File: config.mk
export PLATFORM = sky130hd
export DESIGN_NAME = cpu
export DESIGN_NICKNAME = d
export VERILOG_FILES = /design/src/cpu_pkg.sv /design/src/cpu.sv /design/src/program_counter.sv /design/src/alu.sv /design/src/reg_file.sv /design/src/instruction_decoder.sv
export VERILOG_INCLUDE_DIRS = /design/src
export SDC_FILE = /design/constraint.sdc
export NUM_CORES = 1
export LEC_CHECK = 0
export BUFFER_PORTS_ARGS = -buffer_cell sky130_fd_sc_hd__buf_2
export CORE_ASPECT_RATIO = 1.4
export CORE_MARGIN = 2
export CORE_UTILIZATION = 45
export DETAILED_ROUTE_END_ITERATION = 6
export PLACE_DENSITY = 0.6
export SLEW_MARGIN = 20
export SYNTH_ARGS = -nofsm -noshare
export SYNTH_HDL_FRONTEND = slang
export SYNTH_SLANG_ARGS = --single-unit
File: constraint.sdc
create_clock -name CLK -period 8.5 [get_ports CLK]
set_input_delay 0.85 -clock CLK [delete_from_list [all_inputs] [get_ports CLK]]
set_output_delay 0.85 -clock CLK [all_outputs]
set_load 0.02 [all_outputs]
File: src/cpu_defs.svh
`ifndef CPU_DEFS_SVH
`define CPU_DEFS_SVH

// datapath and address widths
`define DATA_WIDTH      8
`define ADDR_WIDTH      32
`define REG_ADDR_WIDTH  3
`define NUM_REGS        8
`define OFFSET_WIDTH    8

// instruction field positions, lowest bit of each field
`define OPCODE_LSB      24  // 31:24
`define DEST_LSB        16  // 18:16
`define SRC1_LSB        8   // 10:8
`define SRC2_LSB        0   // 2:0
`define IMM_LSB         0   // 7:0
`define OFFSET_LSB      16  // 23:16, shares bits with dest

// program counter
`define PC_STEP         4
`define RESET_PC        0

`endif
File: src/cpu_pkg.sv
`default_nettype none

package cpu_pkg;

    // instruction opcodes, gaps are the unsupported codes
    typedef enum logic [7:0] {
        OP_LOADI = 8'd0,
        OP_MOV   = 8'd1,
        OP_ADD   = 8'd2,
        OP_SUB   = 8'd3,
        OP_AND   = 8'd4,
        OP_OR    = 8'd5,
        OP_J     = 8'd6,
        OP_BEQ   = 8'd7,
        OP_BNE   = 8'd12
    } opcode_e;

    // alu function select
    typedef enum logic [1:0] {
        ALU_FWD,    // pass operand b
        ALU_ADD,    // also sub and compare with negated b
        ALU_AND,
        ALU_OR
    } alu_op_e;

endpackage

`default_nettype wire

File: src/cpu.sv
`default_nettype none

`include "cpu_defs.svh"

module cpu
    import cpu_pkg::*;
(
    input  logic                        CLK,
    input  logic                        RESET,
    input  logic [`ADDR_WIDTH-1:0]      instruction,
    output logic [`ADDR_WIDTH-1:0]      pc,
    output logic                        reg_write_en,   // write trace
    output logic [`REG_ADDR_WIDTH-1:0]  reg_write_addr,
    output logic [`DATA_WIDTH-1:0]      reg_write_data
);

    // decoder outputs
    logic [`REG_ADDR_WIDTH-1:0] src1;
    logic [`REG_ADDR_WIDTH-1:0] src2;
    logic [`DATA_WIDTH-1:0]     imm;
    logic [`OFFSET_WIDTH-1:0]   offset;
    alu_op_e                    alu_op;
    logic                       imm_select;
    logic                       negate_b;
    logic                       branch_eq;
    logic                       branch_ne;
    logic                       jump;

    logic [`DATA_WIDTH-1:0]     read_data_1;
    logic [`DATA_WIDTH-1:0]     read_data_2;
    logic                       zero;

    instruction_decoder decoder_inst (
        .RESET        (RESET),
        .instruction  (instruction),
        .src1         (src1),
        .src2         (src2),
        .dest         (reg_write_addr),
        .imm          (imm),
        .offset       (offset),
        .alu_op       (alu_op),
        .imm_select   (imm_select),
        .negate_b     (negate_b),
        .reg_write_en (reg_write_en),
        .branch_eq    (branch_eq),
        .branch_ne    (branch_ne),
        .jump         (jump)
    );

    reg_file reg_file_inst (
        .CLK         (CLK),
        .RESET       (RESET),
        .write_en    (reg_write_en),
        .write_addr  (reg_write_addr),
        .write_data  (reg_write_data),
        .read_addr_1 (src1),
        .read_addr_2 (src2),
        .read_data_1 (read_data_1),
        .read_data_2 (read_data_2)
    );

    alu alu_inst (
        .operand_a  (read_data_1),
        .reg_b      (read_data_2),
        .imm        (imm),
        .imm_select (imm_select),
        .negate_b   (negate_b),
        .alu_op     (alu_op),
        .result     (reg_write_data),   // straight back to the write port
        .zero       (zero)
    );

    program_counter pc_inst (
        .CLK       (CLK),
        .RESET     (RESET),
        .offset    (offset),
        .branch_eq (branch_eq),
        .branch_ne (branch_ne),
        .jump      (jump),
        .zero      (zero),
        .pc        (pc)
    );

endmodule

`default_nettype wire

File: src/program_counter.sv
`default_nettype none

`include "cpu_defs.svh"

module program_counter
(
    input  logic                        CLK,
    input  logic                        RESET,
    input  logic [`OFFSET_WIDTH-1:0]    offset,
    input  logic                        branch_eq,
    input  logic                        branch_ne,
    input  logic                        jump,
    input  logic                        zero,
    output logic [`ADDR_WIDTH-1:0]      pc
);

    localparam logic [`ADDR_WIDTH-1:0] STEP     = `PC_STEP;
    localparam logic [`ADDR_WIDTH-1:0] PC_INIT  = `RESET_PC;
    localparam int                     WORD_SHIFT = $clog2(`PC_STEP);

    logic [`ADDR_WIDTH-1:0] pc_plus_step;
    logic [`ADDR_WIDTH-1:0] offset_ext;     // sign extended word offset
    logic [`ADDR_WIDTH-1:0] target;
    logic                   branch_taken;
    logic [`ADDR_WIDTH-1:0] next_pc;

    assign pc_plus_step = pc + STEP;

    assign offset_ext = {{(`ADDR_WIDTH - `OFFSET_WIDTH){offset[`OFFSET_WIDTH-1]}}, offset};

    // branches and jumps are both relative to pc + 4
    assign target = pc_plus_step + (offset_ext << WORD_SHIFT);

    assign branch_taken = (branch_eq & zero) | (branch_ne & ~zero);

    always_comb
    begin
        if (jump)
        begin
            next_pc = target;
        end
        else if (branch_taken)
        begin
            next_pc = target;
        end
        else
        begin
            next_pc = pc_plus_step;
        end
    end

    always_ff @(posedge CLK)
    begin
        if (RESET)
            pc <= PC_INIT;
        else
            pc <= next_pc;
    end

    // word aligned fetch
    assert property (@(posedge CLK) disable iff (RESET) pc[WORD_SHIFT-1:0] == '0);

endmodule

`default_nettype wire

File: src/alu.sv
`default_nettype none

`include "cpu_defs.svh"

module alu
    import cpu_pkg::*;
(
    input  logic [`DATA_WIDTH-1:0]  operand_a,
    input  logic [`DATA_WIDTH-1:0]  reg_b,
    input  logic [`DATA_WIDTH-1:0]  imm,
    input  logic                    imm_select,
    input  logic                    negate_b,
    input  alu_op_e                 alu_op,
    output logic [`DATA_WIDTH-1:0]  result,
    output logic                    zero
);

    logic [`DATA_WIDTH-1:0] reg_b_neg;  // two's complement of reg_b
    logic [`DATA_WIDTH-1:0] reg_b_sel;
    logic [`DATA_WIDTH-1:0] operand_b;

    assign reg_b_neg = ~reg_b + 1'b1;
    assign reg_b_sel = negate_b ? reg_b_neg : reg_b;

    // immediate overrides the register path entirely
    assign operand_b = imm_select ? imm : reg_b_sel;

    always_comb
    begin
        case (alu_op)
            ALU_FWD: result = operand_b;
            ALU_ADD: result = operand_a + operand_b;    // carry dropped
            ALU_AND: result = operand_a & operand_b;
            ALU_OR:  result = operand_a | operand_b;
            default: result = '0;
        endcase
    end

    // for beq/bne this means the sources were equal
    assign zero = (result == '0);

endmodule

`default_nettype wire

File: src/reg_file.sv
`default_nettype none

`include "cpu_defs.svh"

module reg_file
(
    input  logic                        CLK,
    input  logic                        RESET,
    input  logic                        write_en,
    input  logic [`REG_ADDR_WIDTH-1:0]  write_addr,
    input  logic [`DATA_WIDTH-1:0]      write_data,
    input  logic [`REG_ADDR_WIDTH-1:0]  read_addr_1,
    input  logic [`REG_ADDR_WIDTH-1:0]  read_addr_2,
    output logic [`DATA_WIDTH-1:0]      read_data_1,
    output logic [`DATA_WIDTH-1:0]      read_data_2
);

    logic [`DATA_WIDTH-1:0] regs [`NUM_REGS];

    // write port
    always_ff @(posedge CLK)
    begin
        if (RESET)
        begin
            for (int i = 0; i < `NUM_REGS; i++)
            begin
                regs[i] <= '0;
            end
        end
        else if (write_en)
        begin
            regs[write_addr] <= write_data;
        end
    end

    // read ports, no bypass from a same-cycle write
    assign read_data_1 = regs[read_addr_1];
    assign read_data_2 = regs[read_addr_2];

    // write data comes through decoder and alu, must be resolved
    assert property (
        @(posedge CLK) disable iff (RESET)
        write_en |-> !$isunknown(write_data)
    );

endmodule

`default_nettype wire

File: src/instruction_decoder.sv
`default_nettype none

`include "cpu_defs.svh"

module instruction_decoder
    import cpu_pkg::*;
(
    input  logic                        RESET,
    input  logic [`ADDR_WIDTH-1:0]      instruction,
    output logic [`REG_ADDR_WIDTH-1:0]  src1,
    output logic [`REG_ADDR_WIDTH-1:0]  src2,
    output logic [`REG_ADDR_WIDTH-1:0]  dest,
    output logic [`DATA_WIDTH-1:0]      imm,
    output logic [`OFFSET_WIDTH-1:0]    offset,
    output alu_op_e                     alu_op,
    output logic                        imm_select,
    output logic                        negate_b,
    output logic                        reg_write_en,
    output logic                        branch_eq,
    output logic                        branch_ne,
    output logic                        jump
);

    opcode_e opcode;
    logic    write_op;  // opcode writes a register

    // field slicing
    assign opcode = opcode_e'(instruction[`OPCODE_LSB +: $bits(opcode_e)]);
    assign src1   = instruction[`SRC1_LSB +: `REG_ADDR_WIDTH];
    assign src2   = instruction[`SRC2_LSB +: `REG_ADDR_WIDTH];
    assign dest   = instruction[`DEST_LSB +: `REG_ADDR_WIDTH];
    assign imm    = instruction[`IMM_LSB +: `DATA_WIDTH];
    assign offset = instruction[`OFFSET_LSB +: `OFFSET_WIDTH];

    always_comb
    begin
        // unknown codes fall through to a no-op
        alu_op     = ALU_FWD;
        imm_select = 1'b0;
        negate_b   = 1'b0;
        write_op   = 1'b0;
        branch_eq  = 1'b0;
        branch_ne  = 1'b0;
        jump       = 1'b0;
        case (opcode)
            OP_LOADI:
            begin
                imm_select = 1'b1;  // forward the immediate
                write_op   = 1'b1;
            end
            OP_MOV:
            begin
                write_op = 1'b1;    // forward register b
            end
            OP_ADD:
            begin
                alu_op   = ALU_ADD;
                write_op = 1'b1;
            end
            OP_SUB:
            begin
                alu_op   = ALU_ADD;
                negate_b = 1'b1;    // a + (-b)
                write_op = 1'b1;
            end
            OP_AND:
            begin
                alu_op   = ALU_AND;
                write_op = 1'b1;
            end
            OP_OR:
            begin
                alu_op   = ALU_OR;
                write_op = 1'b1;
            end
            OP_J:   jump = 1'b1;
            OP_BEQ:
            begin
                alu_op    = ALU_ADD;    // compare by subtracting
                negate_b  = 1'b1;
                branch_eq = 1'b1;
            end
            OP_BNE:
            begin
                alu_op    = ALU_ADD;
                negate_b  = 1'b1;
                branch_ne = 1'b1;
            end
            default: ;
        endcase
    end

    assign reg_write_en = write_op & ~RESET;    // no writes while in reset

endmodule

`default_nettype wire

==> flow_metrics.tcl, run 1 <==
set metrics [dict create \
    outcome "completed" \
    io_pins 78 \
    num_rows 57 \
    cts.sinks 94 \
    die-width_um 116 \
    hold_path_class "reg -> reg" \
    swShare 0.320 \
    worstPathArrival_ns 6.88 \
    start_util 0.460 \
    worst_pin_slew_ns 0.971 \
    syn_area_mm2 0.00797 \
    pre_cts_ws_ns 1.52 \
    period_share 0.780 \
    rsz0062_at_grt "false" \
    path_max_fanout 22 \
    internal-power_uw 818 \
    regToRegEndpoint "pc_inst.pc[6]$_SDFF_PP0_" \
    coreArea_mm2 0.0173 \
    grt_pass1_wl_um 35700 \
    worst_setup_path_end_kind "flip-flop" \
    cts_max_path_buffers 2 \
    powerDensity_mw_per_mm2 138 \
    first_global_vias 6640 \
    yosys.area.top_type_share 0.241 \
    io_buffers 70 \
    n_antenna_cell 0 \
    timing.rr.start "reg_file_inst.regs[2][0]$_SDFFCE_PN0P_" \
    cts_resized 0 \
    wl_per_cell_um 19.9 \
    pwr-share-comb 0.245 \
    ys.flop_type "edfxtp_1" \
    ys_top_cells_by_area "edfxtp_1 (24%), mux4_2 (8.8%), dfxtp_1 (7.5%), ha_1 (7.2%), nor2_1 (5.3%)" \
    nets 972 \
    dr.pass1.iters 5 \
    overflow 0 \
    syn2layout_area_growth_pct 9.56 \
    max-slew-margin-rel 0.353 \
    clk_latency_ns 0.35 \
    synth_mux_area_frac 0.130 \
    grt_max_degree 27 \
    hold_end "pc_inst.pc[6]$_SDFF_PP0_" \
    yosys.area_share.simple 0.174 \
    hold-worst-slack_ns 0.604 \
    timing.setup.tns_ns 0 \
    fmax_mhz 151 \
    synth_cells 852 \
    gp_congestion 0.914 \
    yosys.area.top_type "edfxtp_1" \
    ys_seq_area_frac 0.317 \
    drive_gt1_frac 0.174 \
    syn_area_per_cell_um2 9.35 \
    clockPowerShare 0.328 \
    hold_viol 0 \
    holdPathStages 2 \
    cts_tree "done" \
    synth-edff-count 64 \
    finalSetupViolCount 0 \
    ant_nets 0 \
    synth_cell_types 85 \
    via_per_inst 5.90 \
    clk_pin_slew_ns 0.07 \
    post_cts_buffers 0 \
    reg2reg_setup_slack_ns 2.40 \
    ir_worst_vdd_mv 0.0721 \
    setup_ws_ns 1.87 \
    synth.ff_latch_count 94 \
    clock-skew-final_ns 0.0139 \
    slew_viol_final 0 \
    path_class "in -> reg" \
    start_kind "primary input" \
    yosysWarnings 0 \
    htree_num_levels 3 \
    detail_route.iter0.violations 382 \
    dieHeight_um 161 \
    synth_top_family_by_area "compound AO/OA/AOI/OAI gates" \
    cts_made_buffers 9 \
    vias 6678 \
    hpwl_um 16500 \
    final_util 0.504 \
    drcViolationCount 0 \
    nFillCells 1658 \
    p_switching_uw 384 \
    die-area_mm2 0.0188 \
    antenna_found_initial 0 \
    cts_hold_buf 0 \
    fin_crit_ns 6.63 \
    routed_wirelength_um 22500 \
    synth_xor_area_frac 0.0616 \
    crit_required_ns 8.75 \
    drv_cap 0 \
    worstHoldStart "pc_inst.pc[6]$_SDFF_PP0_" \
    grt_use_total 0.247 \
    p_leak_nw 3.54 \
    p_seq_frac 0.427 \
    async_flop_share 0 \
    synth-compound-area-share 0.191 \
    synth-adder-area-share 0.0773 \
    clockRootBuffer "clkbuf_16" \
    reg2regPathDepth 19 \
]
==> synthesized netlist by cell type (all sizes together) (3+ instances only) <==
master  instances
nor2b          14
a21oi          56
buf            22
nand4           9
xor2           17
nor4            4
inv            38
a31o            3
or4             3
or2             3
ha             46
and3           14
edfxtp         64
nand2b          5
a21o            8
nand3b          3
a31oi           8
mux2i          27
xnor2          39
o211ai         24
clkbuf         30
nand3          30
nor2          114
o21ai          34
mux4           31
o22ai           8
o41ai          22
a22oi           3
a211oi         10
mux2            4
o21a            6
and4            4
nand2          52
dfxtp          30
o21bai          7
nor3           10
and2            7
==> stage by stage <==
stage / instance area [um2] / power, mW / instances
floorplan: 7970 / 0.737 / 853
global placement: 8440 / 0.814 / 1115
detailed placement: 8440 / 0.817 / 1115
CTS: 8730 / 1.21 / 1131
global route: 8730 / 1.26 / 1131
finish: 8730 / 1.20 / 1131
==> registers in the layout, indices dropped and copies added (netlist names) <==
register and count:
pc_inst.pc 30, reg_file_inst.regs 64
==> worst max-delay path, stage by stage <==
cell and delay [ns]:
buf_2 0.37, mux4_2 0.56, mux2i_1 0.41, ha_1 0.29, inv_1 0.06, a41oi_1 0.31
or3_1 0.16, a21oi_1 0.07, or2_2 0.31, ha_1 0.33, o21ai_0 0.11, o21bai_1 0.10
a21oi_1 0.20, xnor2_1 0.13, o21ai_0 0.09, a221o_1 0.52, nand4_4 0.23, o31a_1 0.79
o21ai_1 0.57, o32ai_1 0.40
==> per-layer routing <==
metal  GRT usage  vias up  wire length [um]
met5           0        -                 0
met4      0.0860        0               640
met3      0.0285       35               765
met2       0.462      132             12300
met1       0.286     3229              8820
li1            -     3282                 -
==> placed cells by master (no fill, tap or decap), types with 10 or more instances in the layout <==
cell      netlist  final
inv_1          37     37
and3_1         13     13
nor2_1        113    113
o211ai_1       24     24
a211oi_1       10     10
mux2i_1        25     25
a21oi_1        54     54
buf_2          10     70
edfxtp_1       64     64
nand2_1        52     52
xnor2_1        39     38
nor2b_1        14     14
o41ai_1        21     21
o21ai_0        30     30
dfxtp_1        30     30
ha_1           46     46
mux4_2         31     31
nand3_1        30     30
xor2_1         17     17
==> worst max path at each step <==
| stage | slack, ns | cells after the start | to | from |
|---|---|---|---|---|
| finish | 1.87 | 20 | pc_inst.pc[6]$_SDFF_PP0_ | instruction[0] |
| global route | 1.44 | 21 | pc_inst.pc[6]$_SDFF_PP0_ | instruction[1] |
| CTS | 1.84 | 18 | pc_inst.pc[6]$_SDFF_PP0_ | instruction[1] |
| detailed placement | 1.52 | 21 | pc_inst.pc[6]$_SDFF_PP0_ | instruction[1] |
| global placement | 1.51 | 18 | pc_inst.pc[6]$_SDFF_PP0_ | instruction[1] |
| floorplan | 3.00 | 18 | pc_inst.pc[6]$_SDFF_PP0_ | instruction[8] |
==> power groups by stage <==
stage / Sequential [mW] / Clock, mW / Combinational [mW]
6_report: 0.513 / 0.395 / 0.294
5_1_grt: 0.514 / 0.421 / 0.323
4_1_cts: 0.512 / 0.402 / 0.296
3_5_place_dp: 0.523 / 0 / 0.294
3_3_place_gp: 0.522 / 0 / 0.292
2_1_floorplan: 0.523 / 0 / 0.215
==> layout make-up <==
class	instances	area [um2]	share of cell area
multi-input combinational	668	5070	0.581
sequential	94	2520	0.289
inverter	39	146	0.0168
clock inverter	6	53.8	0.00616
tap	236	295	0.0338
timing repair buffer	78	410	0.0470
clock buffer	10	229	0.0262
==> cells by family after synthesis <==
family	Yosys count
mux	62
buf+inv	91
compound gates	216
xor+xnor	56
other cells	1
simple gates	284
fa+ha+maj	48
flops	94
Note: power is estimated with default switching activity, not from simulation.
==> inputs of run 2 (changes only) <==
Clock period 8.5 ns to 6.7 ns, I/O delays scaled along.
==> run 2 against run 1 <==
Combinational power increased by 27%. Clock power rose by 37%. Final cell count up 0.53%. Non-clock buffer count up 6. Critical path depth grew 1. Utilization up 0.38 points. Global-route usage fell by 0.12 points. Critical endpoint is now pc_inst.pc[7]$_SDFF_PP0_.
==> flow_metrics.tcl, run 2 (synthesized netlist as in run 1, its figures left out) <==
set metrics [dict create \
    outcome "completed" \
    num_rows 57 \
    detail_route.iter0.violations 377 \
    antenna_found_initial 0 \
    htree_num_levels 3 \
    cts.sinks 94 \
    die-width_um 116 \
    reg2reg_setup_slack_ns 1.39 \
    max-slew-margin-rel 0.318 \
    cts_resized 0 \
    n_antenna_cell 0 \
    io_pins 78 \
    dr.pass1.iters 4 \
    path_max_fanout 21 \
    reg2regPathDepth 20 \
    total_power_mw 1.57 \
    first_global_vias 6688 \
    ir_worst_vdd_mv 0.117 \
    grt_pass1_wl_um 35300 \
    drive_gt1_frac 0.180 \
    grt_use_total 0.246 \
    routed_wirelength_um 22600 \
    cts_max_path_buffers 2 \
    rsz0062_at_grt "false" \
    coreArea_mm2 0.0173 \
    clock-skew-final_ns 0.00874 \
    setup_ws_ns 1.04 \
    holdPathStages 2 \
    grt_max_degree 27 \
    critical_path.most_common_cell "a21oi_1" \
    drcViolationCount 0 \
    period_share 0.844 \
    reg_top3 "reg_file_inst.regs: 64 flops, pc_inst.pc: 30 flops" \
    fmax_mhz 177 \
    pre_cts_ws_ns 0.638 \
    ant_nets 0 \
    clockRootBuffer "clkbuf_16" \
    clk_pin_slew_ns 0.07 \
    final_cells 1137 \
    fin_crit_ns 5.66 \
    io_buffers 70 \
    cp_slowest_cell "mux4_2" \
    cts_hold_buf 0 \
    dp_cells 1121 \
    timing.setup.tns_ns 0 \
    worst_pin_slew_ns 0.997 \
    overflow 0 \
    syn2layout_area_growth_pct 10.4 \
    hpwl_um 16800 \
    crit_required_ns 6.91 \
    hold_viol 0 \
    cts_tree "done" \
    drv_cap 0 \
    largest_register_ffs 64 \
    p_leak_nw 3.59 \
    layout_common_cells "nor2_1 (113), buf_2 (70), edfxtp_1 (64), a21oi_1 (54), nand2_1 (52)" \
    final_util 0.507 \
    slew_viol_final 0 \
    start_util 0.460 \
    cp_cell_sequence "buf_2 > mux4_2 > mux2i_1 > ha_1 > inv_1 > a41oi_1 > or3_1 > a21oi_1 > or2_2 > ha_1 > o21ai_0 > o21bai_1 > a21oi_1 > xnor2_1 > o21ai_0 > a221o_1 > inv_1 > o41a_1 > buf_4 > o41ai_1 > a21oi_1" \
    top_register "reg_file_inst.regs" \
    post_cts_buffers 0 \
    start_kind "primary input" \
    powerDensity_mw_per_mm2 178 \
    gp_congestion 0.906 \
    path_class "in -> reg" \
    cts_made_buffers 9 \
    layout_commonest_cell "nor2_1" \
    worst_setup_path_end_kind "flip-flop" \
    die-area_mm2 0.0188 \
    vias 6816 \
    slowest_delay_ns 0.57 \
    dieHeight_um 161 \
    nets 978 \
    hold_path_class "reg -> reg" \
    wl_per_cell_um 19.9 \
    finalSetupViolCount 0 \
    clk_latency_ns 0.36 \
    via_per_inst 5.99 \
    worstPathArrival_ns 5.86 \
]
-- run 2: changes by cell type in the layout (fill, tap and decap cells not counted), sizes merged --
cell      previous run  this run
clkinvlp             1         0
buf                 78        84
clkinv               3         1
bufinv               0         1
inv                 41        43
-- run 2: layout make-up --
class	count	area (um2)
fill	1709	8540
multi-input combinational	668	5070
sequential	94	2520
timing repair buffer	84	455
tap	236	295
clock buffer	10	229
inverter	39	146
clock inverter	6	76.3
-- run 2: final timing paths --
path	from	to
setup / recovery	instruction[0]	pc_inst.pc[7]$_SDFF_PP0_
hold / removal	pc_inst.pc[6]$_SDFF_PP0_	pc_inst.pc[6]$_SDFF_PP0_
setup reg to reg	reg_file_inst.regs[2][0]$_SDFFCE_PN0P_	pc_inst.pc[7]$_SDFF_PP0_
hold reg to reg	pc_inst.pc[6]$_SDFF_PP0_	pc_inst.pc[6]$_SDFF_PP0_
-- run 2: per-layer routing --
layer	GRT usage	wire length, um
met2	0.459	12500
met4	0.0823	561
met3	0.0353	969
met5	0	0
met1	0.282	8600
-- run 2: worst max-delay path: cells and delay by family --
family                     cells  cell delay (ns)
AOI/OAI and AO/OA             10             2.31
muxes                          2             0.93
buffers and inverters          4             0.79
xor gates and xnor gates       1             0.07
and+or+nand+nor                2             0.47
adders and majority gates      2             0.60
-- run 2: stage by stage --
stage / cell area (um2) / hold WS, ns
after floorplan: 7970 / 0.682
after global placement: 8490 / 0.590
after detailed placement: 8490 / 0.597
after CTS: 8790 / 0.613
after global routing: 8790 / 0.639
final: 8790 / 0.606
-- run 2: power breakdown --
part | leakage, nW | switching, mW | internal [mW]
clock network | 0.150 | 0.244 | 0.298
registers | 0.904 | 0.0145 | 0.636
logic | 2.53 | 0.229 | 0.144
